===== src/common/rx_buf_pkg.sv =====
// rx interleaving buffer shared definitions
// sizes, FSM and word-select enums, and the structs passed between blocks
`default_nettype none

package rx_buf_pkg;

	//////////////////////////////
	// sizes
	//////////////////////////////
	localparam int RX_CHANS       = 4;     // receive channels
	localparam int SAMP_BITS      = 24;    // one I or Q sample
	localparam int WORD_BITS      = 16;    // ram word
	localparam int TICKS_BITS     = 48;    // timestamp
	localparam int NSAMPS_BITS    = 8;     // groups per block
	localparam int RXBUF_DEPTH    = 1024;  // ram words
	localparam int RXBUF_AW       = 10;
	localparam int WORDS_PER_CHAN = 3;     // i hi, q hi, iq low bytes
	localparam int TRAILER_WORDS  = 4;     // 3 ticks words + buffer counter
	localparam int CHAN_BITS      = $clog2(RX_CHANS);
	localparam int GROUP_WORDS    = RX_CHANS * WORDS_PER_CHAN;
	localparam int NEED_BITS      = NSAMPS_BITS + 5;  // holds nsamps*12+4

	typedef logic [CHAN_BITS-1:0]   chan_idx_t;
	typedef logic [1:0]             phase_t;      // word phase within a channel
	typedef logic [NSAMPS_BITS-1:0] nsamps_t;
	typedef logic [RXBUF_AW:0]      free_cnt_t;   // 0..RXBUF_DEPTH
	typedef logic [NEED_BITS-1:0]   need_cnt_t;
	typedef logic [WORD_BITS-1:0]   rx_word_t;    // read stream data

	//////////////////////////////
	// enums
	//////////////////////////////
	typedef enum logic [2:0] {
		XFER_IDLE,       // waiting for the first strobe of a block
		XFER_CHAN,       // writing channel words
		XFER_GROUP_END,  // group written, waiting for next strobe
		XFER_TICKS,      // timestamp words
		XFER_BUF_CTR,    // block counter word
		XFER_DONE
	} xfer_state_e;

	typedef enum logic [2:0] {
		SEL_I,
		SEL_Q,
		SEL_IQ_LOW,
		SEL_TICKS_LO,
		SEL_TICKS_MID,
		SEL_TICKS_HI,
		SEL_BUF_CTR
	} word_sel_e;

	//////////////////////////////
	// structs
	//////////////////////////////
	typedef struct packed {
		logic signed [SAMP_BITS-1:0] i;
		logic signed [SAMP_BITS-1:0] q;
	} iq_samp_t;

	typedef iq_samp_t [RX_CHANS-1:0] chan_samps_t;  // channel 0 in the low bits

	typedef struct packed {
		logic      we;
		word_sel_e sel;
		chan_idx_t chan;
	} word_req_t;

	typedef struct packed {
		logic     we;
		rx_word_t data;
	} ram_wr_t;

endpackage

`default_nettype wire


===== src/rx_buffer/rx_group_counter.sv =====
// rx group counter
// nested word phase, channel and sample group counters for one block
`timescale 1ns/10ps
`default_nettype none

module rx_group_counter (
	input  logic                  adc_clk,
	input  logic                  reset_bufs_A,
	input  logic                  clear_i,
	input  logic                  step_i,
	input  logic                  start_block_i,
	input  rx_buf_pkg::nsamps_t   nsamps_i,
	output rx_buf_pkg::phase_t    phase_o,
	output rx_buf_pkg::chan_idx_t chan_o,
	output logic                  group_end_o,
	output logic                  last_group_o
);

	rx_buf_pkg::phase_t    phase_q;
	rx_buf_pkg::chan_idx_t chan_q;
	rx_buf_pkg::nsamps_t   group_q, nsamps_q;
	logic                  phase_wrap, chan_wrap;

	assign phase_wrap = (phase_q == rx_buf_pkg::phase_t'(rx_buf_pkg::WORDS_PER_CHAN - 1));
	assign chan_wrap = (chan_q == rx_buf_pkg::chan_idx_t'(rx_buf_pkg::RX_CHANS - 1));

	always_ff @(posedge adc_clk)
	begin
		if (reset_bufs_A)
		begin
			phase_q <= '0;
			chan_q <= '0;
			group_q <= '0;
			nsamps_q <= '0;
		end
		else
		begin
			if (start_block_i)
				nsamps_q <= nsamps_i;  // held for the whole block
			if (clear_i)
			begin
				phase_q <= '0;
				chan_q <= '0;
				group_q <= '0;
			end
			else if (step_i)
			begin
				phase_q <= phase_wrap ? '0 : phase_q + 1'b1;
				if (phase_wrap)
				begin
					chan_q <= chan_wrap ? '0 : chan_q + 1'b1;
					if (chan_wrap)
						group_q <= last_group_o ? '0 : group_q + 1'b1;
				end
			end
		end
	end

	assign phase_o = phase_q;
	assign chan_o = chan_q;
	assign group_end_o = phase_wrap && chan_wrap;  // iq low word of last channel
	assign last_group_o = (group_q == nsamps_q - rx_buf_pkg::nsamps_t'(1));

endmodule

`default_nettype wire


===== config.mk =====
export PLATFORM = sky130hd
export DESIGN_NAME = rx_group_counter
export DESIGN_NICKNAME = d
export VERILOG_FILES = /design/src/common/rx_buf_pkg.sv /design/src/rx_buffer/rx_group_counter.sv
export SDC_FILE = /design/constraint.sdc
export NUM_CORES = 1
export LEC_CHECK = 0
export BUFFER_PORTS_ARGS = -buffer_cell sky130_fd_sc_hd__buf_2
export CAP_MARGIN = 5
export CORE_MARGIN = 5
export CORE_UTILIZATION = 47
export DETAILED_ROUTE_END_ITERATION = 12
export PLACE_DENSITY = 0.69
export SLEW_MARGIN = 40
export SYNTH_ARGS = -nofsm -noshare
export SYNTH_HDL_FRONTEND = slang
export SYNTH_SLANG_ARGS = --single-unit

===== constraint.sdc =====
create_clock -name adc_clk -period 2 [get_ports adc_clk]
set_input_delay 0.2 -clock adc_clk [delete_from_list [all_inputs] [get_ports adc_clk]]
set_output_delay 0.2 -clock adc_clk [all_outputs]
set_load 0.005 [all_outputs]

==> load_flow_metrics.sql <==
INSERT INTO impl_metrics (metric_group, metric, value, unit) VALUES
('status', 'outcome', 'completed', ''),
('yosys', 'top_reg_cell_synth', 'dfxtp_1', ''),
('floorplan', 'ios', '19', ''),
('clock_network', 'cts_root_buf', 'clkbuf_4', ''),
('sta', 'rsz0062_at_grt', 'true', ''),
('yosys', 'async_reset_ff_frac', '0', ''),
('setup_path', 'r2r_cells', '6', ''),
('global_routing', 'grt_pass1_wl', '3.84', 'mm'),
('power', 'pwr_density_cell', '651', 'nW/um^2'),
('layout', 'fillerInstances', '198', ''),
('setup_path', 'cp_slowest_cell', 'dfxtp_4', ''),
('setup_path', 'family_with_the_most_delay_on_the_worst_path', 'simple AND/OR/NAND/NOR gates', ''),
('power', 'cellLeakagePower', '0.620', 'nW'),
('place', 'numPortBuffers', '18', ''),
('layout', 'final_core_utilization', '0.620', ''),
('power', 'net-switching-power', '0.000204', 'W'),
('layout', 'layout_cell_share_with_drive_strength_beyond_1', '0.322', ''),
('setup_path', 'setup.reg_to_reg.worst_slack', '190', 'ps'),
('place', 'pre_cts_slack', '84.2', 'ps'),
('yosys', 'mapped_cells', '121', ''),
('floorplan', 'die_h', '58.3', 'um'),
('clock_network', 'clk_path_buf_depth', '2', ''),
('global_routing', 'global_route.overflow_total', '0', ''),
('route', 'avgRoutedWirePerCell', '13.0', 'um'),
('route', 'detail_route.drc_violations', '0', ''),
('setup_path', 'cp.arrival', '1740', 'ps'),
('power', 'netSwitchingFraction', '0.228', ''),
('layout', 'design.final.nets', '163', ''),
('run', 'maxCapViolCount', '0', ''),
('setup_path', 'crit_path_max_incr_delay', '380', 'ps'),
('yosys', 'netlist-cell-type-count', '35', ''),
('global_routing', 'track_usage', '0.141', ''),
('layout', 'ant_diodes', '0', ''),
('sta', 'whs', '130', 'ps'),
('sta', 'worst_slew_pin_slew', '401', 'ps'),
('layout', 'area.growth.synth_to_final', '24.8', '%'),
('setup_path', 'worst-setup-path-type', 'flop to output port', ''),
('route', 'drt_first_pass_iters', '4', ''),
('sta', 'drv_slew', '0', ''),
('power', 'comb_power_share', '0.161', ''),
('setup_path', 'crit_fanout', '4', ''),
('yosys', 'post_synth_instance_area', '1100', 'um^2'),
('min_path', 'holdPathEnd', 'nsamps_q[5]$_SDFFE_PP0P_', ''),
('sta', 'max_slew_margin', '0.730', ''),
('layout', 'stdcell_count', '174', ''),
('setup_path', 'setup.worst_path.start_class', 'flop', ''),
('clock_network', 'cts-buffers-inserted', '3', ''),
('route', 'vias_per_cell', '5.38', ''),
('route', 'detailedRoute.firstIterationViolations', '11', ''),
('place', 'place_hpwl', '1.70', 'mm'),
('power', 'intPower', '0.000689', 'W'),
('route', 'via_count_of_the_routed_design', '936', ''),
('sta', 'finalCritPeriodShare', '0.970', ''),
('setup_path', 'r2r_start', 'nsamps_q[0]$_SDFFE_PP0P_', ''),
('floorplan', 'placement_rows', '17', ''),
('setup_path', 'worst_setup_path_end_kind', 'output port', ''),
('floorplan', 'core_area', '2210', 'um^2'),
('yosys', 'ys_ff_latch', '20', ''),
('sta', 'setup_ws', '59.4', 'ps'),
('clock_network', 'htreeDepth', '1', ''),
('yosys', 'synth.yosys.warnings', '0', ''),
('yosys', 'syn_nets', '137', ''),
('floorplan', 'initial_utilization', '0.497', ''),
('power', 'total_power', '0.000893', 'W'),
('yosys', 'post_synth.cell_area_avg', '9.08', 'um^2'),
('power', 'share_seq_of_total_power', '0.474', ''),
('sta', 'max_clock_freq', '515', 'MHz'),
('clock_network', 'clock_sinks', '20', ''),
('floorplan', 'die_w', '58.3', 'um'),
('place', 'place.gp.congestion', '0.747', ''),
('min_path', 'whs_path_depth', '3', '');
layout make-up:
type	instances	area, um^2	area share
clock buffers	3	22.5	0.0164
clock inverters	1	30.0	0.0219
inverters	4	15.0	0.0109
multi-input cells	93	712	0.519
flip-flops and latches	20	414	0.302
well taps	28	35.0	0.0255
repair buffers	25	143	0.104
worst max-delay path by stage:
stage / from / end / slack, ps / cells past startpoint
global placement: nsamps_q[0]$_SDFFE_PP0P_ / group_q[7]$_SDFFE_PP0P_ / 160 / 7
detailed placement: nsamps_q[0]$_SDFFE_PP0P_ / group_q[6]$_SDFFE_PP0P_ / 80 / 7
finish: nsamps_q[0]$_SDFFE_PP0P_ / last_group_o / 60 / 6
floorplan: nsamps_q[0]$_SDFFE_PP0P_ / group_q[2]$_SDFFE_PP0P_ / 260 / 7
global route: nsamps_q[0]$_SDFFE_PP0P_ / last_group_o / -50 / 6
CTS: nsamps_q[0]$_SDFFE_PP0P_ / last_group_o / 3 / 6
per-stage QoR:
step	TNS, ps	area [um^2]
after CTS	0	1330
after detailed placement	0	1210
after floorplan	0	1100
after global routing	-46.8	1370
final	0	1370
after global placement	0	1210
cell usage in the layout, fill, tap and decap left out, drive strengths merged, types with 3 or more instances in the layout:
cell type and count:
or2 3, nor3 12, inv 4, nand2 4, xnor2 5, nand3 3, nor2 16, xor2 11
dfxtp 20, ha 3, buf 25, nand4 3, clkbuf 3, mux2i 10, a21oi 3
power by group through the flow:
stage / logic (W) / registers [W] / clock network [W]
after floorplan: 0.0000777 / 0.000430 / 0
after CTS: 0.000124 / 0.000425 / 0.000340
after global placement: 0.0000990 / 0.000432 / 0
after global routing: 0.000158 / 0.000426 / 0.000352
after detailed placement: 0.000102 / 0.000433 / 0
final: 0.000144 / 0.000423 / 0.000326
synthesized netlist by cell type (3+ instances only):
cell type	instances	area share
nand2_1	4	0.014
mux2i_1	10	0.091
clkbuf_1	3	0.010
xnor2_1	5	0.040
dfxtp_1	20	0.36
inv_1	4	0.014
nor3_1	11	0.050
nor2_1	16	0.055
a21oi_1	3	0.014
ha_1	3	0.034
nand3_1	3	0.014
xor2_1	11	0.088
nand4_1	3	0.017
routing by layer:
| layer | GRT usage | part of all wire | vias to the layer above |
|---|---|---|---|
| met1 | 0.165 | 0.45 | 443 |
| li1 | - | - | 475 |
| met4 | 0.0430 | 0.0053 | 0 |
| met5 | 0 | 0 | - |
| met3 | 0.0395 | 0.047 | 2 |
| met2 | 0.249 | 0.50 | 16 |
cells by family (layout without fill, tap and decap cells):
group / Yosys count / after routing / synth area share
compound gates: 13 / 13 / 0.0866
xor+xnor: 16 / 16 / 0.128
fa+ha+maj: 3 / 3 / 0.0342
buf+inv: 8 / 33 / 0.0342
flops: 20 / 20 / 0.364
mux: 10 / 10 / 0.0911
simple gates: 51 / 51 / 0.262
worst register-to-register path, stage by stage, from the launching register on:
cell	delay [ps]
dfxtp_4	380
nor3_4	250
o211ai_1	140
o211a_1	260
buf_4	140
nor4_4	430
nor3_1	100
state kept, by name, summed over array words and instances (netlist names):
register / flops
group_q: 8
nsamps_q: 8
chan_o: 2
phase_o: 2
repair_timing:
| item | CTS | global route |
|---|---|---|
| pin swaps | 3 | 7 |
| endpoints found under the setup margin | 1 | 1 |
| endpoints found under the hold margin | 0 | 0 |
| buffers inserted | 2 | 4 |
| resized for setup | 12 | 7 |
Note: power is estimated with default switching activity, not from simulation.
