==> config.mk <==
export PLATFORM = sky130hd
export DESIGN_NAME = rx_word_select
export DESIGN_NICKNAME = d
export VERILOG_FILES = /design/src/common/rx_buf_pkg.sv /design/src/rx_buffer/rx_word_select.sv
export SDC_FILE = /design/constraint.sdc
export NUM_CORES = 1
export LEC_CHECK = 0
export BUFFER_PORTS_ARGS = -buffer_cell sky130_fd_sc_hd__buf_2
export CELL_PAD_IN_SITES_DETAIL_PLACEMENT = 0
export CELL_PAD_IN_SITES_GLOBAL_PLACEMENT = 1
export CORE_MARGIN = 5
export CORE_UTILIZATION = 49
export CTS_BUF_LIST = sky130_fd_sc_hd__clkbuf_8
export DETAILED_ROUTE_END_ITERATION = 10
export PLACE_DENSITY = 0.91
export RECOVER_POWER = 100
export SLEW_MARGIN = 20
export SYNTH_ARGS = -nofsm -noshare
export SYNTH_HDL_FRONTEND = slang
export SYNTH_SLANG_ARGS = --single-unit
==> constraint.sdc <==
create_clock -name adc_clk -period 2.44 [get_ports adc_clk]
set_input_delay 0.122 -clock adc_clk [delete_from_list [all_inputs] [get_ports adc_clk]]
set_output_delay 0.122 -clock adc_clk [all_outputs]
set_load 0.02 [all_outputs]
==> src/common/rx_buf_pkg.sv <==
// rx interleaving buffer shared definitions
// sizes, FSM and word-select enums, and the structs passed between blocks
`default_nettype none

package rx_buf_pkg;

	//////////////////////////////
	// sizes
	//////////////////////////////
	localparam int RX_CHANS       = 4;     // receive channels
	localparam int SAMP_BITS      = 24;    // one I or Q sample
	localparam int WORD_BITS      = 16;    // ram word
	localparam int TICKS_BITS     = 48;    // timestamp
	localparam int NSAMPS_BITS    = 8;     // groups per block
	localparam int RXBUF_DEPTH    = 1024;  // ram words
	localparam int RXBUF_AW       = 10;
	localparam int WORDS_PER_CHAN = 3;     // i hi, q hi, iq low bytes
	localparam int TRAILER_WORDS  = 4;     // 3 ticks words + buffer counter
	localparam int CHAN_BITS      = $clog2(RX_CHANS);
	localparam int GROUP_WORDS    = RX_CHANS * WORDS_PER_CHAN;
	localparam int NEED_BITS      = NSAMPS_BITS + 5;  // holds nsamps*12+4

	typedef logic [CHAN_BITS-1:0]   chan_idx_t;
	typedef logic [1:0]             phase_t;      // word phase within a channel
	typedef logic [NSAMPS_BITS-1:0] nsamps_t;
	typedef logic [RXBUF_AW:0]      free_cnt_t;   // 0..RXBUF_DEPTH
	typedef logic [NEED_BITS-1:0]   need_cnt_t;
	typedef logic [WORD_BITS-1:0]   rx_word_t;    // read stream data

	//////////////////////////////
	// enums
	//////////////////////////////
	typedef enum logic [2:0] {
		XFER_IDLE,       // waiting for the first strobe of a block
		XFER_CHAN,       // writing channel words
		XFER_GROUP_END,  // group written, waiting for next strobe
		XFER_TICKS,      // timestamp words
		XFER_BUF_CTR,    // block counter word
		XFER_DONE
	} xfer_state_e;

	typedef enum logic [2:0] {
		SEL_I,
		SEL_Q,
		SEL_IQ_LOW,
		SEL_TICKS_LO,
		SEL_TICKS_MID,
		SEL_TICKS_HI,
		SEL_BUF_CTR
	} word_sel_e;

	//////////////////////////////
	// structs
	//////////////////////////////
	typedef struct packed {
		logic signed [SAMP_BITS-1:0] i;
		logic signed [SAMP_BITS-1:0] q;
	} iq_samp_t;

	typedef iq_samp_t [RX_CHANS-1:0] chan_samps_t;  // channel 0 in the low bits

	typedef struct packed {
		logic      we;
		word_sel_e sel;
		chan_idx_t chan;
	} word_req_t;

	typedef struct packed {
		logic     we;
		rx_word_t data;
	} ram_wr_t;

endpackage

`default_nettype wire

==> src/rx_buffer/rx_word_select.sv <==
// rx word select
// latches samples and ticks, keeps the block counter, registers each ram write word
`timescale 1ns/10ps
`default_nettype none

module rx_word_select (
	input  logic                    adc_clk,
	input  logic                    reset_bufs_A,
	input  logic                    latch_i,
	input  rx_buf_pkg::chan_samps_t chan_samps_i,
	input  logic [rx_buf_pkg::TICKS_BITS-1:0] ticks_i,
	input  logic                    block_done_i,
	input  rx_buf_pkg::word_req_t   word_req_i,
	output rx_buf_pkg::ram_wr_t     ram_wr_o
);

	rx_buf_pkg::chan_samps_t samps_q, samp_src;
	rx_buf_pkg::iq_samp_t    cur;
	logic [rx_buf_pkg::TICKS_BITS-1:0] ticks_q;
	rx_buf_pkg::rx_word_t    buf_ctr_q, word_d, wr_data_q;
	logic                    wr_en_q;

	// sample and timestamp hold
	always_ff @(posedge adc_clk)
	begin
		if (latch_i)
		begin
			samps_q <= chan_samps_i;
			ticks_q <= ticks_i;
		end
	end

	// first word of a group is formed while the latch loads, so take it from the inputs
	assign samp_src = latch_i ? chan_samps_i : samps_q;
	assign cur = samp_src[word_req_i.chan];

	always_comb
	begin
		case (word_req_i.sel)
			rx_buf_pkg::SEL_I:         word_d = cur.i[rx_buf_pkg::SAMP_BITS-1 -: rx_buf_pkg::WORD_BITS];
			rx_buf_pkg::SEL_Q:         word_d = cur.q[rx_buf_pkg::SAMP_BITS-1 -: rx_buf_pkg::WORD_BITS];
			rx_buf_pkg::SEL_IQ_LOW:    word_d = {cur.i[7:0], cur.q[7:0]};  // i low byte on top
			rx_buf_pkg::SEL_TICKS_LO:  word_d = ticks_q[15:0];
			rx_buf_pkg::SEL_TICKS_MID: word_d = ticks_q[31:16];
			rx_buf_pkg::SEL_TICKS_HI:  word_d = ticks_q[47:32];
			rx_buf_pkg::SEL_BUF_CTR:   word_d = buf_ctr_q;
			default:                   word_d = '0;
		endcase
	end

	always_ff @(posedge adc_clk)
	begin
		if (reset_bufs_A)
		begin
			buf_ctr_q <= '0;
			wr_en_q <= 1'b0;
		end
		else
		begin
			if (block_done_i)
				buf_ctr_q <= buf_ctr_q + 1'b1;  // blocks completed so far
			wr_en_q <= word_req_i.we;
		end
	end

	always_ff @(posedge adc_clk)
	begin
		wr_data_q <= word_d;
	end

	assign ram_wr_o = '{we: wr_en_q, data: wr_data_q};

endmodule

`default_nettype wire

==> impl_metrics.py <==
metrics = {
    "power": {
        "p_per_area_nw_per_um2": 657,
        "total_power_uw": 11200,
        "irDropWorstVdd_mv": 0.461,
        "p_leak_uw": 0.00690,
    },
    "cells_and_area": {
        "final_cell_count_no_fill": 1702,
        "nets": 1584,
        "seq_area_sq_um": 5950,
        "final_cell_area_sq_um": 17100,
        "nFillCells": 1551,
        "area_growth_pct": 43.0,
        "multi_input_area_sq_um": 5680,
        "fin_util_pct": 70.6,
        "layout-drive-gt1-share_pct": 45.8,
    },
    "timing": {
        "fin_setup_tns_ps": 0,
        "finalCritPeriodShare_pct": 78.2,
        "final-hold-violation-count": 0,
        "maxSlewViolCount": 0,
        "min_period_ps": 1910,
        "setup_violations": 0,
        "timing.fmax_ghz": 0.524,
        "rsz0062_at_grt": "no",
        "slew-limit-headroom_pct": 19.7,
        "worstMarginPinSlew_ps": 1200,
        "skew_ps": 26.1,
    },
    "grt": {
        "overflow": 0,
        "first_global_vias": 10300,
        "antenna_found_initial": 8,
        "grt_pass1_wl_um": 57300,
        "track_usage_pct": 26.3,
        "grt_max_degree": 50,
    },
    "clocking": {
        "cts_buffer_depth": 3,
        "numClockSinks": 273,
        "clock_latency_ps": 560,
        "clk_pin_slew_worst_paths_ps": 60,
        "clockRootBuffer": "clkbuf_8",
        "cts_max_level": 2,
        "tritoncts": "done",
        "cts_buffers": 46,
        "cts_setup_buffers": 0,
    },
    "logic_synthesis": {
        "synth.net_count": 1059,
        "synth_cell_types": 35,
        "synth_edf_count": 48,
        "ys.flop_type": "dfxtp_1",
        "synthAdderAreaFrac_pct": 0.105,
        "synth-compound-area-share_pct": 5.61,
        "synthXorXnorAreaFrac_pct": 0.807,
        "synth_cells": 808,
        "synth_seq_cells": 273,
        "synthTopCellsByArea": "dfxtp_1 38%, mux2_2 20%, mux4_2 17%",
        "synthSimpleGateAreaFrac_pct": 3.37,
        "syn_area_per_cell_sq_um": 14.8,
        "synth.top_cell.area_share_pct": 37.7,
        "synth_top_family_by_area": "multiplexers",
        "async_reset_ff_share_pct": 0,
        "synth_area_sq_um": 11900,
        "ys_seq_area_share_pct": 49.8,
        "yosysTopAreaCell": "dfxtp_1",
        "synthMuxAreaShare_pct": 37.2,
        "yosys_warnings": 0,
    },
    "setup_path": {
        "cp_top_family": "buffers and inverters",
        "crit_path_max_fanout": 34,
        "crit_buf_inv": 3,
        "required_ps": 2850,
        "reg2reg_slack_ps": 720,
        "cp-start-kind": "input pin",
        "cp.arrival_ps": 2310,
        "critical_path.max_stage_delay_ps": 730,
        "crit_type": "in -> reg",
        "slowest_stage": "clkbuf_2",
        "end_kind": "register",
        "path_cells": "buf_8 > buf_12 > clkbuf_2 > mux4_2 > a22oi_1 > nand4_1",
        "worstReg2RegStart": "samps_q[67]$_DFF_P_",
        "cp-startpoint": "latch_i",
    },
    "detailed_routing": {
        "drc": 0,
        "viasPerCell": 5.51,
        "drt-initial-drc-count": 557,
        "num_vias": 9376,
        "totalWireLength_um": 37100,
        "avgRoutedWirePerCell_um": 21.8,
        "dr.pass1.iters": 5,
        "ant_nets": 0,
    },
    "placed_design": {
        "dp_hpwl_um": 22300,
        "dpl-instance-area_sq_um": 13700,
        "io_buffers": 266,
        "gp_congestion": 0.828,
        "place_inst": 1364,
    },
    "die": {
        "design.portCount": 267,
        "die_h_um": 166,
        "dieArea_sq_um": 27600,
        "core_sq_um": 24200,
        "die_w_um": 166,
        "start_util_pct": 49.4,
        "rows": 57,
    },
    "flow_run": {
        "cap_violations": 0,
    },
    "min_path": {
        "hp-class": "in -> reg",
        "worstHoldStart": "latch_i",
    },
    "outcome": {
        "status": "finished, final reports clean",
    },
}
## synth_stat cells (all sizes together), types with 6 or more instances
cell type  count
a221oi         6
a22o          22
a22oi         46
buf           49
clkbuf        16
dfxtp        225
edfxtp        48
mux2         212
mux2i          7
mux4          88
nand2          9
nand4         15
nor2          15
nor2b          7
o2111ai        6
xor2           6
## through the flow
stage | hold slack, ps | setup slack, ps
after global routing | 15.9 | 404
final | 43.8 | 532
after global placement | 300 | 504
after detailed placement | 300 | 495
after floorplan | 221 | 857
after CTS | 1.62 | 825
## worst reg2reg max path, cell delays in order (launching register included)
cell and delay [ps]:
dfxtp_1 310, mux4_2 480, a22o_1 260, a221oi_1 320, o2111ai_1 200
## layout by cell type, fill, tap and decap left out, types with 9 or more instances in the layout
cell type      Yosys  final
dlygate4sd3_1      0    245
buf_2             17    238
dfxtp_1          225    225
mux2_2           212    200
mux4_2            88     88
clkbuf_8           0     60
edfxtp_1          48     48
a22oi_1           46     46
clkbuf_1          16     29
a22o_1            22     22
inv_1              0     19
buf_4             23     19
nand4_1           15     15
nor2_1            15     15
mux2_1             0     12
nand2_1            9      9
## cell families (layout without fill, tap and decap cells)
family / after synthesis / in the layout
adder cells (fa/ha/maj): 1 / 1
flip-flops: 273 / 273
AND/OR/NAND/NOR: 67 / 67
AO/OA/AOI/OAI: 84 / 84
buffers and inverters: 65 / 627
XOR/XNOR: 11 / 11
multiplexers: 307 / 307
other: 0 / 8
## sequential cells by signal (all words and copies together), names as in the netlist
register	count
ticks_q	48
buf_ctr_q	16
wr_data_q	16
wr_en_q	1
samps_q	192
## worst paths after layout
check	depth (start not counted)	end
worst min-delay path	2	samps_q[9]$_DFF_P_
worst max register to register	4	wr_data_q[11]$_DFF_P_
worst min register to register	1	samps_q[1]$_DFF_P_
worst max-delay path	6	wr_data_q[12]$_DFF_P_
## power breakdown
group / switching (uW) / internal (uW)
Combinational: 729 / 1130
Clock: 1910 / 2200
Sequential: 203 / 5040
## per-layer routing
layer | vias to the layer above | track usage, % | share of wire (%)
li1 | 4263 | - | -
met1 | 4617 | 30.0 | 38
met2 | 387 | 46.9 | 52
met3 | 109 | 6.86 | 6.7
met4 | 0 | 11.2 | 3.9
met5 | - | 0 | 0
## repair_timing
item / 4_1_cts / 5_1_grt
hold buffers: 245 / 0
hold endpoints to repair: 260 / 0
setup endpoints to repair: 0 / 0
resized for setup: 0 / 0
## area by class of cell
type / count / area share [%]
tap: 324 / 2.38
timing repair buffer: 542 / 23.9
sequential: 273 / 34.8
antenna: 8 / 0.117
clock buffer: 60 / 4.84
clock inverter: 25 / 0.623
multi-input combinational: 470 / 33.3
Note: power is estimated with default switching activity, not from simulation.
