===== src/common/rx_buf_pkg.sv =====
// rx interleaving buffer shared definitions
// sizes, FSM and word-select enums, and the structs passed between blocks
`default_nettype none

package rx_buf_pkg;

	//////////////////////////////
	// sizes
	//////////////////////////////
	localparam int RX_CHANS       = 4;     // receive channels
	localparam int SAMP_BITS      = 24;    // one I or Q sample
	localparam int WORD_BITS      = 16;    // ram word
	localparam int TICKS_BITS     = 48;    // timestamp
	localparam int NSAMPS_BITS    = 8;     // groups per block
	localparam int RXBUF_DEPTH    = 1024;  // ram words
	localparam int RXBUF_AW       = 10;
	localparam int WORDS_PER_CHAN = 3;     // i hi, q hi, iq low bytes
	localparam int TRAILER_WORDS  = 4;     // 3 ticks words + buffer counter
	localparam int CHAN_BITS      = $clog2(RX_CHANS);
	localparam int GROUP_WORDS    = RX_CHANS * WORDS_PER_CHAN;
	localparam int NEED_BITS      = NSAMPS_BITS + 5;  // holds nsamps*12+4

	typedef logic [CHAN_BITS-1:0]   chan_idx_t;
	typedef logic [1:0]             phase_t;      // word phase within a channel
	typedef logic [NSAMPS_BITS-1:0] nsamps_t;
	typedef logic [RXBUF_AW:0]      free_cnt_t;   // 0..RXBUF_DEPTH
	typedef logic [NEED_BITS-1:0]   need_cnt_t;
	typedef logic [WORD_BITS-1:0]   rx_word_t;    // read stream data

	//////////////////////////////
	// enums
	//////////////////////////////
	typedef enum logic [2:0] {
		XFER_IDLE,       // waiting for the first strobe of a block
		XFER_CHAN,       // writing channel words
		XFER_GROUP_END,  // group written, waiting for next strobe
		XFER_TICKS,      // timestamp words
		XFER_BUF_CTR,    // block counter word
		XFER_DONE
	} xfer_state_e;

	typedef enum logic [2:0] {
		SEL_I,
		SEL_Q,
		SEL_IQ_LOW,
		SEL_TICKS_LO,
		SEL_TICKS_MID,
		SEL_TICKS_HI,
		SEL_BUF_CTR
	} word_sel_e;

	//////////////////////////////
	// structs
	//////////////////////////////
	typedef struct packed {
		logic signed [SAMP_BITS-1:0] i;
		logic signed [SAMP_BITS-1:0] q;
	} iq_samp_t;

	typedef iq_samp_t [RX_CHANS-1:0] chan_samps_t;  // channel 0 in the low bits

	typedef struct packed {
		logic      we;
		word_sel_e sel;
		chan_idx_t chan;
	} word_req_t;

	typedef struct packed {
		logic     we;
		rx_word_t data;
	} ram_wr_t;

endpackage

`default_nettype wire


===== src/rx_buffer/rx_xfer_fsm.sv =====
// rx transfer FSM
// sequences channel words per strobe, then ticks and block counter words on the last group
`timescale 1ns/10ps
`default_nettype none

module rx_xfer_fsm (
	input  logic                    adc_clk,
	input  logic                    reset_bufs_A,
	input  logic                    samp_avail_i,
	input  rx_buf_pkg::free_cnt_t   free_words_i,
	input  rx_buf_pkg::nsamps_t     nsamps_i,
	input  rx_buf_pkg::phase_t      phase_i,
	input  rx_buf_pkg::chan_idx_t   chan_i,
	input  logic                    group_end_i,
	input  logic                    last_group_i,
	output logic                    cnt_clear_o,
	output logic                    cnt_step_o,
	output logic                    start_block_o,
	output logic                    latch_o,
	output rx_buf_pkg::word_req_t   word_req_o,
	output logic                    block_done_o,
	output logic                    overrun_o
);

	rx_buf_pkg::xfer_state_e state_q, state_d;
	rx_buf_pkg::need_cnt_t   need_words;
	rx_buf_pkg::word_req_t   req_d;
	rx_buf_pkg::word_sel_e   chan_sel, ticks_sel;
	logic                    room, accept, done_pend_q;

	// whole block must fit before it is started
	assign need_words = rx_buf_pkg::need_cnt_t'(nsamps_i) *
		rx_buf_pkg::need_cnt_t'(rx_buf_pkg::GROUP_WORDS) +
		rx_buf_pkg::need_cnt_t'(rx_buf_pkg::TRAILER_WORDS);
	assign room = need_words <= rx_buf_pkg::need_cnt_t'(free_words_i);

	assign start_block_o = samp_avail_i && room && (state_q == rx_buf_pkg::XFER_IDLE);
	assign accept = start_block_o || (samp_avail_i && (state_q == rx_buf_pkg::XFER_GROUP_END));
	assign cnt_step_o = accept || (state_q == rx_buf_pkg::XFER_CHAN) ||
		(state_q == rx_buf_pkg::XFER_TICKS);
	assign cnt_clear_o = (state_q == rx_buf_pkg::XFER_DONE);  // counter back to 0 for next block

	always_comb
	begin
		case (phase_i)  // word within a channel
			2'd0:    chan_sel = rx_buf_pkg::SEL_I;
			2'd1:    chan_sel = rx_buf_pkg::SEL_Q;
			default: chan_sel = rx_buf_pkg::SEL_IQ_LOW;
		endcase
		case (phase_i)  // ticks go out low word first
			2'd0:    ticks_sel = rx_buf_pkg::SEL_TICKS_LO;
			2'd1:    ticks_sel = rx_buf_pkg::SEL_TICKS_MID;
			default: ticks_sel = rx_buf_pkg::SEL_TICKS_HI;
		endcase
	end

	always_comb
	begin
		state_d = state_q;
		req_d = '0;  // no write
		case (state_q)
			rx_buf_pkg::XFER_IDLE, rx_buf_pkg::XFER_GROUP_END:
				if (accept)
				begin
					state_d = rx_buf_pkg::XFER_CHAN;
					req_d = '{we: 1'b1, sel: chan_sel, chan: chan_i};  // first word i hi of ch0
				end
			rx_buf_pkg::XFER_CHAN:
			begin
				req_d = '{we: 1'b1, sel: chan_sel, chan: chan_i};
				if (group_end_i)  // last word of last channel
					state_d = last_group_i ? rx_buf_pkg::XFER_TICKS : rx_buf_pkg::XFER_GROUP_END;
			end
			rx_buf_pkg::XFER_TICKS:
			begin
				req_d = '{we: 1'b1, sel: ticks_sel, chan: '0};
				if (phase_i == 2'd2)
					state_d = rx_buf_pkg::XFER_BUF_CTR;
			end
			rx_buf_pkg::XFER_BUF_CTR:
			begin
				req_d = '{we: 1'b1, sel: rx_buf_pkg::SEL_BUF_CTR, chan: '0};
				state_d = rx_buf_pkg::XFER_DONE;
			end
			default:
				state_d = rx_buf_pkg::XFER_IDLE;  // DONE
		endcase
	end

	always_ff @(posedge adc_clk)
	begin
		if (reset_bufs_A)
		begin
			state_q <= rx_buf_pkg::XFER_IDLE;
			word_req_o <= '0;
			latch_o <= 1'b0;
			done_pend_q <= 1'b0;
			block_done_o <= 1'b0;
			overrun_o <= 1'b0;
		end
		else
		begin
			state_q <= state_d;
			word_req_o <= req_d;
			latch_o <= accept;  // capture inputs the cycle after the strobe
			// ctr word is written two cycles after DONE, done pulses one later
			done_pend_q <= (state_q == rx_buf_pkg::XFER_DONE);
			block_done_o <= done_pend_q;
			if (samp_avail_i && !room && (state_q == rx_buf_pkg::XFER_IDLE))
				overrun_o <= 1'b1;  // refused block, sticky
		end
	end

endmodule

`default_nettype wire


===== config.mk =====
export PLATFORM = sky130hd
export DESIGN_NAME = rx_xfer_fsm
export DESIGN_NICKNAME = d
export VERILOG_FILES = /design/src/common/rx_buf_pkg.sv /design/src/rx_buffer/rx_xfer_fsm.sv
export SDC_FILE = /design/constraint.sdc
export NUM_CORES = 1
export LEC_CHECK = 0
export BUFFER_PORTS_ARGS = -buffer_cell sky130_fd_sc_hd__buf_2
export CORE_MARGIN = 8
export CORE_UTILIZATION = 45
export DETAILED_ROUTE_END_ITERATION = 7
export PLACE_DENSITY = 0.7
export REMOVE_ABC_BUFFERS = 1
export SYNTH_ARGS = -nofsm -noshare
export SYNTH_HDL_FRONTEND = slang
export SYNTH_SLANG_ARGS = --single-unit

===== constraint.sdc =====
create_clock -name adc_clk -period 10 [get_ports adc_clk]
set_input_delay 2 -clock adc_clk [delete_from_list [all_inputs] [get_ports adc_clk]]
set_output_delay 2 -clock adc_clk [all_outputs]
set_load 0.01 [all_outputs]

==> results of run 1 <==
==> power by group through the flow <==
stage               Sequential, mW  Clock (mW)  Combinational, mW
floorplan                   0.0636           0             0.0754
global placement            0.0621           0              0.104
detailed placement          0.0623           0              0.105
CTS                         0.0610      0.0320              0.106
global route                0.0621      0.0361              0.118
finish                      0.0610      0.0313              0.104
==> layout make-up <==
class,instances,area (sq um),share of cell area [%]
clock buffers,4,26.3,1.48
multi-input cells,161,1170,66.1
repair buffers,39,195,11.0
well taps,46,57.6,3.24
flip-flops and latches,13,260,14.6
inverters,17,63.8,3.59
==> worst min-delay path by stage <==
stage / cells after the start / startpoint / end
after floorplan: 1 / done_pend_q$_SDFF_PP0_ / block_done_o$_SDFF_PP0_
after global placement: 1 / done_pend_q$_SDFF_PP0_ / block_done_o$_SDFF_PP0_
after detailed placement: 1 / done_pend_q$_SDFF_PP0_ / block_done_o$_SDFF_PP0_
after CTS: 1 / done_pend_q$_SDFF_PP0_ / block_done_o$_SDFF_PP0_
after global routing: 1 / done_pend_q$_SDFF_PP0_ / block_done_o$_SDFF_PP0_
final: 1 / done_pend_q$_SDFF_PP0_ / block_done_o$_SDFF_PP0_
==> metrics by stage <==
step | power [mW] | hold slack [ns] | cells
final | 0.197 | 0.446 | 280
after global routing | 0.216 | 0.466 | 280
after CTS | 0.199 | 0.454 | 280
after detailed placement | 0.167 | 0.436 | 276
after global placement | 0.166 | 0.417 | 276
after floorplan | 0.139 | 0.414 | 191
==> metal layers <==
layer	vias to the layer above	wire, um	GRT usage [%]
li1	795	-	-
met2	21	1440	18.3
met5	-	0	0
met4	0	0	2.66
met1	661	1650	16.2
met3	0	164	1.75
==> state kept, by name, indices dropped and copies added (netlist names) <==
signal	count
block_done_o	1
word_req_o	6
done_pend_q	1
state_q	3
overrun_o	1
latch_o	1
==> kinds of logic (layout without fill, tap and decap cells) <==
| family | count (synthesis) | in the layout |
|---|---|---|
| flops | 13 | 13 |
| simple gates | 76 | 76 |
| mux | 1 | 1 |
| compound gates | 55 | 55 |
| fa+ha+maj | 19 | 19 |
| xor+xnor | 10 | 10 |
| buf+inv | 22 | 60 |
==> cell usage in the layout (no fill, tap or decap), drive strengths merged, types with 2 or more instances in the layout <==
cell type	Yosys	final
buf	1	39
nor2	18	18
ha	18	18
inv	17	17
dfxtp	13	13
o21ai	13	13
a21oi	12	12
nand2	12	12
nand3	6	6
nor2b	6	6
nor3	6	6
xnor2	5	5
xor2	5	5
a31oi	5	5
a211oi	5	5
o211ai	4	4
nand2b	4	4
clkbuf	4	4
o21a	3	3
nand3b	3	3
and2	3	3
or3b	3	3
and3	2	2
nor3b	2	2
nand4	2	2
o31ai	2	2
or2	2	2
nor4	2	2
a2111oi	2	2
==> reports/qor.csv, run 1 <==
stage;metric;value;unit
clock_tree;CTS tree;yes;
critical_path;reg-to-reg endpoint;word_req_o[2]$_SDFF_PP0_;
global_route;vias in the first global route;1295;
critical_path;Critical Path Start;nsamps_i[0];
floorplanning;initial core utilization;46.2;%
global_route;first-pass GRT wire length;5330;um
timing;RSZ-0062 raised after global routing;no;
clock_tree;H-tree depth;1;
clock_tree;root buffer cell;clkbuf_4;
global_route;grt ovf;0;
synth;Synth Area per Inst;7.74;sq um
critical_path;critical path arrival;5.81;ns
job;maxcap violations;0;
finish;diode count;0;
floorplanning;row count;21;
place;Post-Place Setup Slack;2.19;ns
timing;final setup fails;0;
timing;Hold Vio Cnt, Final;0;
critical_path;crit-path cells;buf_2 > ha_1 > fa_1 > a211oi_2 > nor4b_1 > or3b_4 > nor2b_1 > nand3_1 > xnor2_1 > ha_1 > o21a_1 > o32ai_1 > a21oi_1 > and4bb_4 > nor3_4 > o21ai_1 > buf_2;
synth;sequential area share after synthesis;17.1;%
power;LEAKAGE;0.817;nW
floorplanning;DIE WIDTH;74.1;um
finish;synthesis-to-finish area growth;17.1;%
drt;Detail Route Antenna Nets;0;
synth;area leader, netlist;dfxtp_1;
drt;drt pass-1 iters;4;
synth;Async SR Flop Fraction;0;%
finish;layout cell share with drive strength beyond 1;21.8;%
synth;complex-gate fraction of the synthesized area;25.4;%
critical_path;Worst Path Required;8.00;ns
synth;Syn Inst Count;196;
clock_tree;clock-pin slew on the worst setup and hold paths;0.08;ns
drt;Starting DRT DRC Count;72;
timing;Slew @ Worst Pin;0.625;ns
clock_tree;clock net sink count;13;
clock_tree;number of CTS-inserted buffers;3;
drt;drt drc;0;
floorplanning;Die Y;74.1;um
synth;Post-Synth Simple-Gate Area;29.3;%
clock_tree;CTS resizes;0;
power;sequential power share;31.0;%
synth;most common flop cell mapped by yosys;dfxtp_1;
critical_path;Crit path buffers/inverters;2;
clock_tree;clock buffer depth;2;
timing;final critical-path required period;7.81;ns
place;Post-DP HPWL;2780;um
place;dpl cell area;1750;sq um
synth;post-synthesis register bit count;13;
synth;largest cells by area after synthesis;dfxtp_1, ha_1, nor2_1;
power;Clk pwr share;15.9;%
critical_path;cell family with most CP delay;simple AND/OR/NAND/NOR gates;
critical_path;CP endpoint kind;output pin;
critical_path;crit path kind;in -> out;
power;Pint;0.118;mW
synth;xor/xnor cell area share of the yosys netlist;5.77;%
drt;final wirelength;3250;um
timing;TNS Setup;0;ns
critical_path;CP Capture Point;cnt_step_o;
timing;Worst Skew;0.000856;ns
timing;final worst slack;2.19;ns
critical_path;CP Depth;17;
power;Combinational Power Share;53.1;%
drt;wire per inst;11.6;um
synth;Post-synth EDFFs;0;
timing;Worst slew margin;57.7;%
power;P_sw;0.0786;mW
floorplanning;Die Footprint;5490;sq um
place;GPL Wtd Cong;0.830;
critical_path;Critical Path Slowest Stage Cell;fa_1;
hold_path;Worst Hold Class;reg -> reg;
finish;fin util;54.1;%
drt;via count;1477;
drt;DR vias/cell;5.28;
power;Power Dens Cells;111;nW/um^2
global_route;largest net degree at the start of global routing;16;
finish;post-route cell area;1780;sq um
synth;mux contribution to synthesized area;0.660;%
critical_path;Setup crit start kind;input pin;
clock_tree;Post-CTS Setup Repair Bufs;0;
power;Max IR drop VDD;0.0000323;V
finish;Post-layout nets;282;
clock_tree;hold bufs inserted after CTS;0;
timing;fmax;0.128;GHz
critical_path;Worst R2R Setup Slack;8.20;ns
synth;Post-Syn Area;1520;sq um
synth;Adder-Cell Fraction of Synth Area;16.2;%
global_route;initial antenna violation count;0;
floorplanning;core area;3280;sq um
timing;Tcrit/Tclk final;78.1;%
synth;Unique masters post-synth;52;
place;input/output buffers;39;
synth;Synth top cells by count;ha_1, nor2_1, inv_1, dfxtp_1;
global_route;Overall Global Routing Usage;11.7;%
critical_path;RR Startpoint;state_q[0]$_SDFFE_PP0P_;
synth;Yosys top cell area share;17.1;%
timing;fin. max-slew vios;0;
critical_path;slowest stage delay, CP;0.42;ns
clock_tree;Worst-Skew Late Latency;0.26;ns
finish;FILL cells;340;
power;Sw Ratio;39.9;%
critical_path;FF-to-FF path depth;5;
floorplanning;# IOs;40;
synth;largest family of logic cells by synthesized area;simple AND/OR/NAND/NOR gates;
synth;Ys Warns;0;
run_status;status;finished clean;
critical_path;worst-path fanout max;8;
No activity file was read; power rests on OpenSTA's default activity.
==> run 2: changes to the inputs <==
clock period = 8.11 ns   (was 10 ns; I/O delays follow)
==> run 2 against run 1 <==
  * Sequential cell count is the same
  * First-iteration DRC count grew 2.8%
  * Register-to-register slack lost 1.9 ns
  * Sequential share of layout area is the same
  * Clock power grew 26%
  * Clock-buffer cell count is the same
  * Largest power group unchanged
==> reports/qor.csv, run 2 (synthesis gave the netlist of run 1 again) <==
stage;metric;value;unit;change
run_status;status;finished clean;;
critical_path;crit path kind;in -> out;;
floorplanning;Die Y;74.1;um;unchanged
floorplanning;Die Footprint;5490;sq um;unchanged
critical_path;Crit path buffers/inverters;2;;unchanged
timing;TNS Setup;0;ns;unchanged
critical_path;cell family with most CP delay;simple AND/OR/NAND/NOR gates;;
critical_path;Setup crit start kind;input pin;;
floorplanning;row count;21;;unchanged
place;dpl cell area;1750;sq um;unchanged
floorplanning;initial core utilization;46.2;%;unchanged
clock_tree;CTS resizes;0;;unchanged
drt;wire per inst;11.8;um;+1.5%
drt;DR vias/cell;5.30;;+0.47%
finish;synthesis-to-finish area growth;17.1;%;unchanged
critical_path;CP endpoint kind;output pin;;
clock_tree;clock buffer depth;2;;unchanged
clock_tree;number of CTS-inserted buffers;3;;unchanged
timing;Worst Skew;0.00237;ns;+0.00151 ns
clock_tree;Worst-Skew Late Latency;0.27;ns;about the same
drt;via count;1484;;+0.47%
finish;diode count;0;;unchanged
timing;final worst slack;1.07;ns;-1.11 ns
power;Power Dens Cells;137;nW/um^2;+24%
timing;Hold Vio Cnt, Final;0;;unchanged
place;input/output buffers;39;;unchanged
floorplanning;DIE WIDTH;74.1;um;unchanged
global_route;vias in the first global route;1311;;+1.2%
place;GPL Wtd Cong;0.838;;+0.92%
floorplanning;core area;3280;sq um;unchanged
timing;Slew @ Worst Pin;0.620;ns;-0.00518 ns
drt;final wirelength;3300;um;+1.5%
drt;drt drc;0;;unchanged
finish;post-route cell area;1780;sq um;unchanged
drt;drt pass-1 iters;4;;unchanged
global_route;initial antenna violation count;0;;unchanged
clock_tree;CTS tree;yes;;
finish;max reg flops;6;;unchanged
critical_path;crit-path cells;buf_2 > ha_1 > fa_1 > a211oi_2 > nor4b_1 > or3b_4 > nor2b_1 > nand3_1 > xnor2_1 > ha_1 > o21a_1 > o32ai_1 > a21oi_1 > and4bb_4 > nor3_4 > o21ai_1 > buf_2;;
place;Post-DP HPWL;2710;um;-2.4%
finish;Most flops, register;word_req_o;;
place;Post-Place Setup Slack;1.08;ns;-1.11 ns
critical_path;Worst Path Required;6.49;ns;-1.51 ns
power;Max IR drop VDD;0.0000454;V;+40%
job;maxcap violations;0;;unchanged
clock_tree;clock-pin slew on the worst setup and hold paths;0.08;ns;about the same
timing;Tcrit/Tclk final;86.8;%;
timing;RSZ-0062 raised after global routing;no;;
finish;layout cell share with drive strength beyond 1;21.8;%;unchanged
clock_tree;Post-CTS Setup Repair Bufs;0;;unchanged
finish;Post-layout nets;282;;unchanged
critical_path;critical path arrival;5.42;ns;-0.39 ns
critical_path;worst-path fanout max;8;;unchanged
critical_path;slowest stage delay, CP;0.42;ns;about the same
global_route;largest net degree at the start of global routing;16;;unchanged
timing;final critical-path required period;7.04;ns;
clock_tree;H-tree depth;1;;unchanged
clock_tree;clock net sink count;13;;unchanged
global_route;grt ovf;0;;unchanged
finish;commonest non-fill, non-tap cell in the layout;buf_2;;
finish;FILL cells;330;;-2.9%
power;LEAKAGE;0.817;nW;unchanged
clock_tree;hold bufs inserted after CTS;0;;unchanged
drt;Starting DRT DRC Count;74;;+2.8%
finish;Largest regs;word_req_o (6), state_q (3);;
timing;final setup fails;0;;unchanged
floorplanning;# IOs;40;;unchanged
critical_path;Critical Path Slowest Stage Cell;fa_1;;
global_route;first-pass GRT wire length;5420;um;+1.7%
finish;most frequent cells in the layout;buf_2, nor2_1, ha_1, inv_1, dfxtp_1;;
timing;fin. max-slew vios;0;;unchanged
hold_path;Worst Hold Class;reg -> reg;;
global_route;Overall Global Routing Usage;11.9;%;+0.19 points
clock_tree;root buffer cell;clkbuf_4;;
drt;Detail Route Antenna Nets;0;;unchanged
timing;fmax;0.142;GHz;
timing;Worst slew margin;58.0;%;+0.35 points
run 2: cell counts in the layout (fill, tap and decap cells not counted):
Identical to the previous run, type by type.
run 2: worst reg2reg max path, stage by stage (launching register included):
cell and delay [ns]:
dfxtp_1 0.42, nor2_1 0.25, nand2_1 0.16, or4_1 0.48, or3_1 0.30, o21ai_0 0.15
run 2: area by class of cell:
type | instances | area (sq um) | area share, %
multi-input cells | 161 | 1170 | 66.1
flip-flops and latches | 13 | 260 | 14.6
repair buffers | 39 | 195 | 11.0
inverters | 17 | 63.8 | 3.59
well taps | 46 | 57.6 | 3.24
clock buffers | 4 | 26.3 | 1.48
run 2: power breakdown:
part / leakage, nW / internal, mW / switching (mW)
clock: 0.0150 / 0.0190 / 0.0203
combinational: 0.696 / 0.0569 / 0.0724
sequential: 0.106 / 0.0699 / 0.00530
run 2: path summary, 6_finish.rpt:
path                                   end  cells past startpoint  slack [ns]                     from
hold reg to reg    block_done_o$_SDFF_PP0_                      1        0.45   done_pend_q$_SDFF_PP0_
setup / recovery                cnt_step_o                     17        1.07              nsamps_i[0]
setup reg to reg  word_req_o[2]$_SDFF_PP0_                      5        6.28  state_q[2]$_SDFFE_PP0P_
hold / removal     block_done_o$_SDFF_PP0_                      1        0.45   done_pend_q$_SDFF_PP0_
run 2: metrics by stage:
step | hold WS, ns | cells | util, % | total power, mW
4_1_cts | 0.456 | 280 | 54.1 | 0.245
3_5_place_dp | 0.435 | 276 | 53.3 | 0.206
3_3_place_gp | 0.417 | 276 | 53.3 | 0.205
5_1_grt | 0.470 | 280 | 54.1 | 0.266
6_report | 0.449 | 280 | 54.1 | 0.244
2_1_floorplan | 0.414 | 191 | - | 0.171
run 2: routing by layer:
metal  share of wire, %  global-route usage, %  wire length (um)  vias to the layer above
li1                   -                      -                 -                      792
met1                 50                   16.7              1640                      653
met2                 43                   18.3              1420                       37
met3                6.6                   1.89               217                        2
met4               0.58                   2.66                19                        0
met5                  0                      0                 0                        -
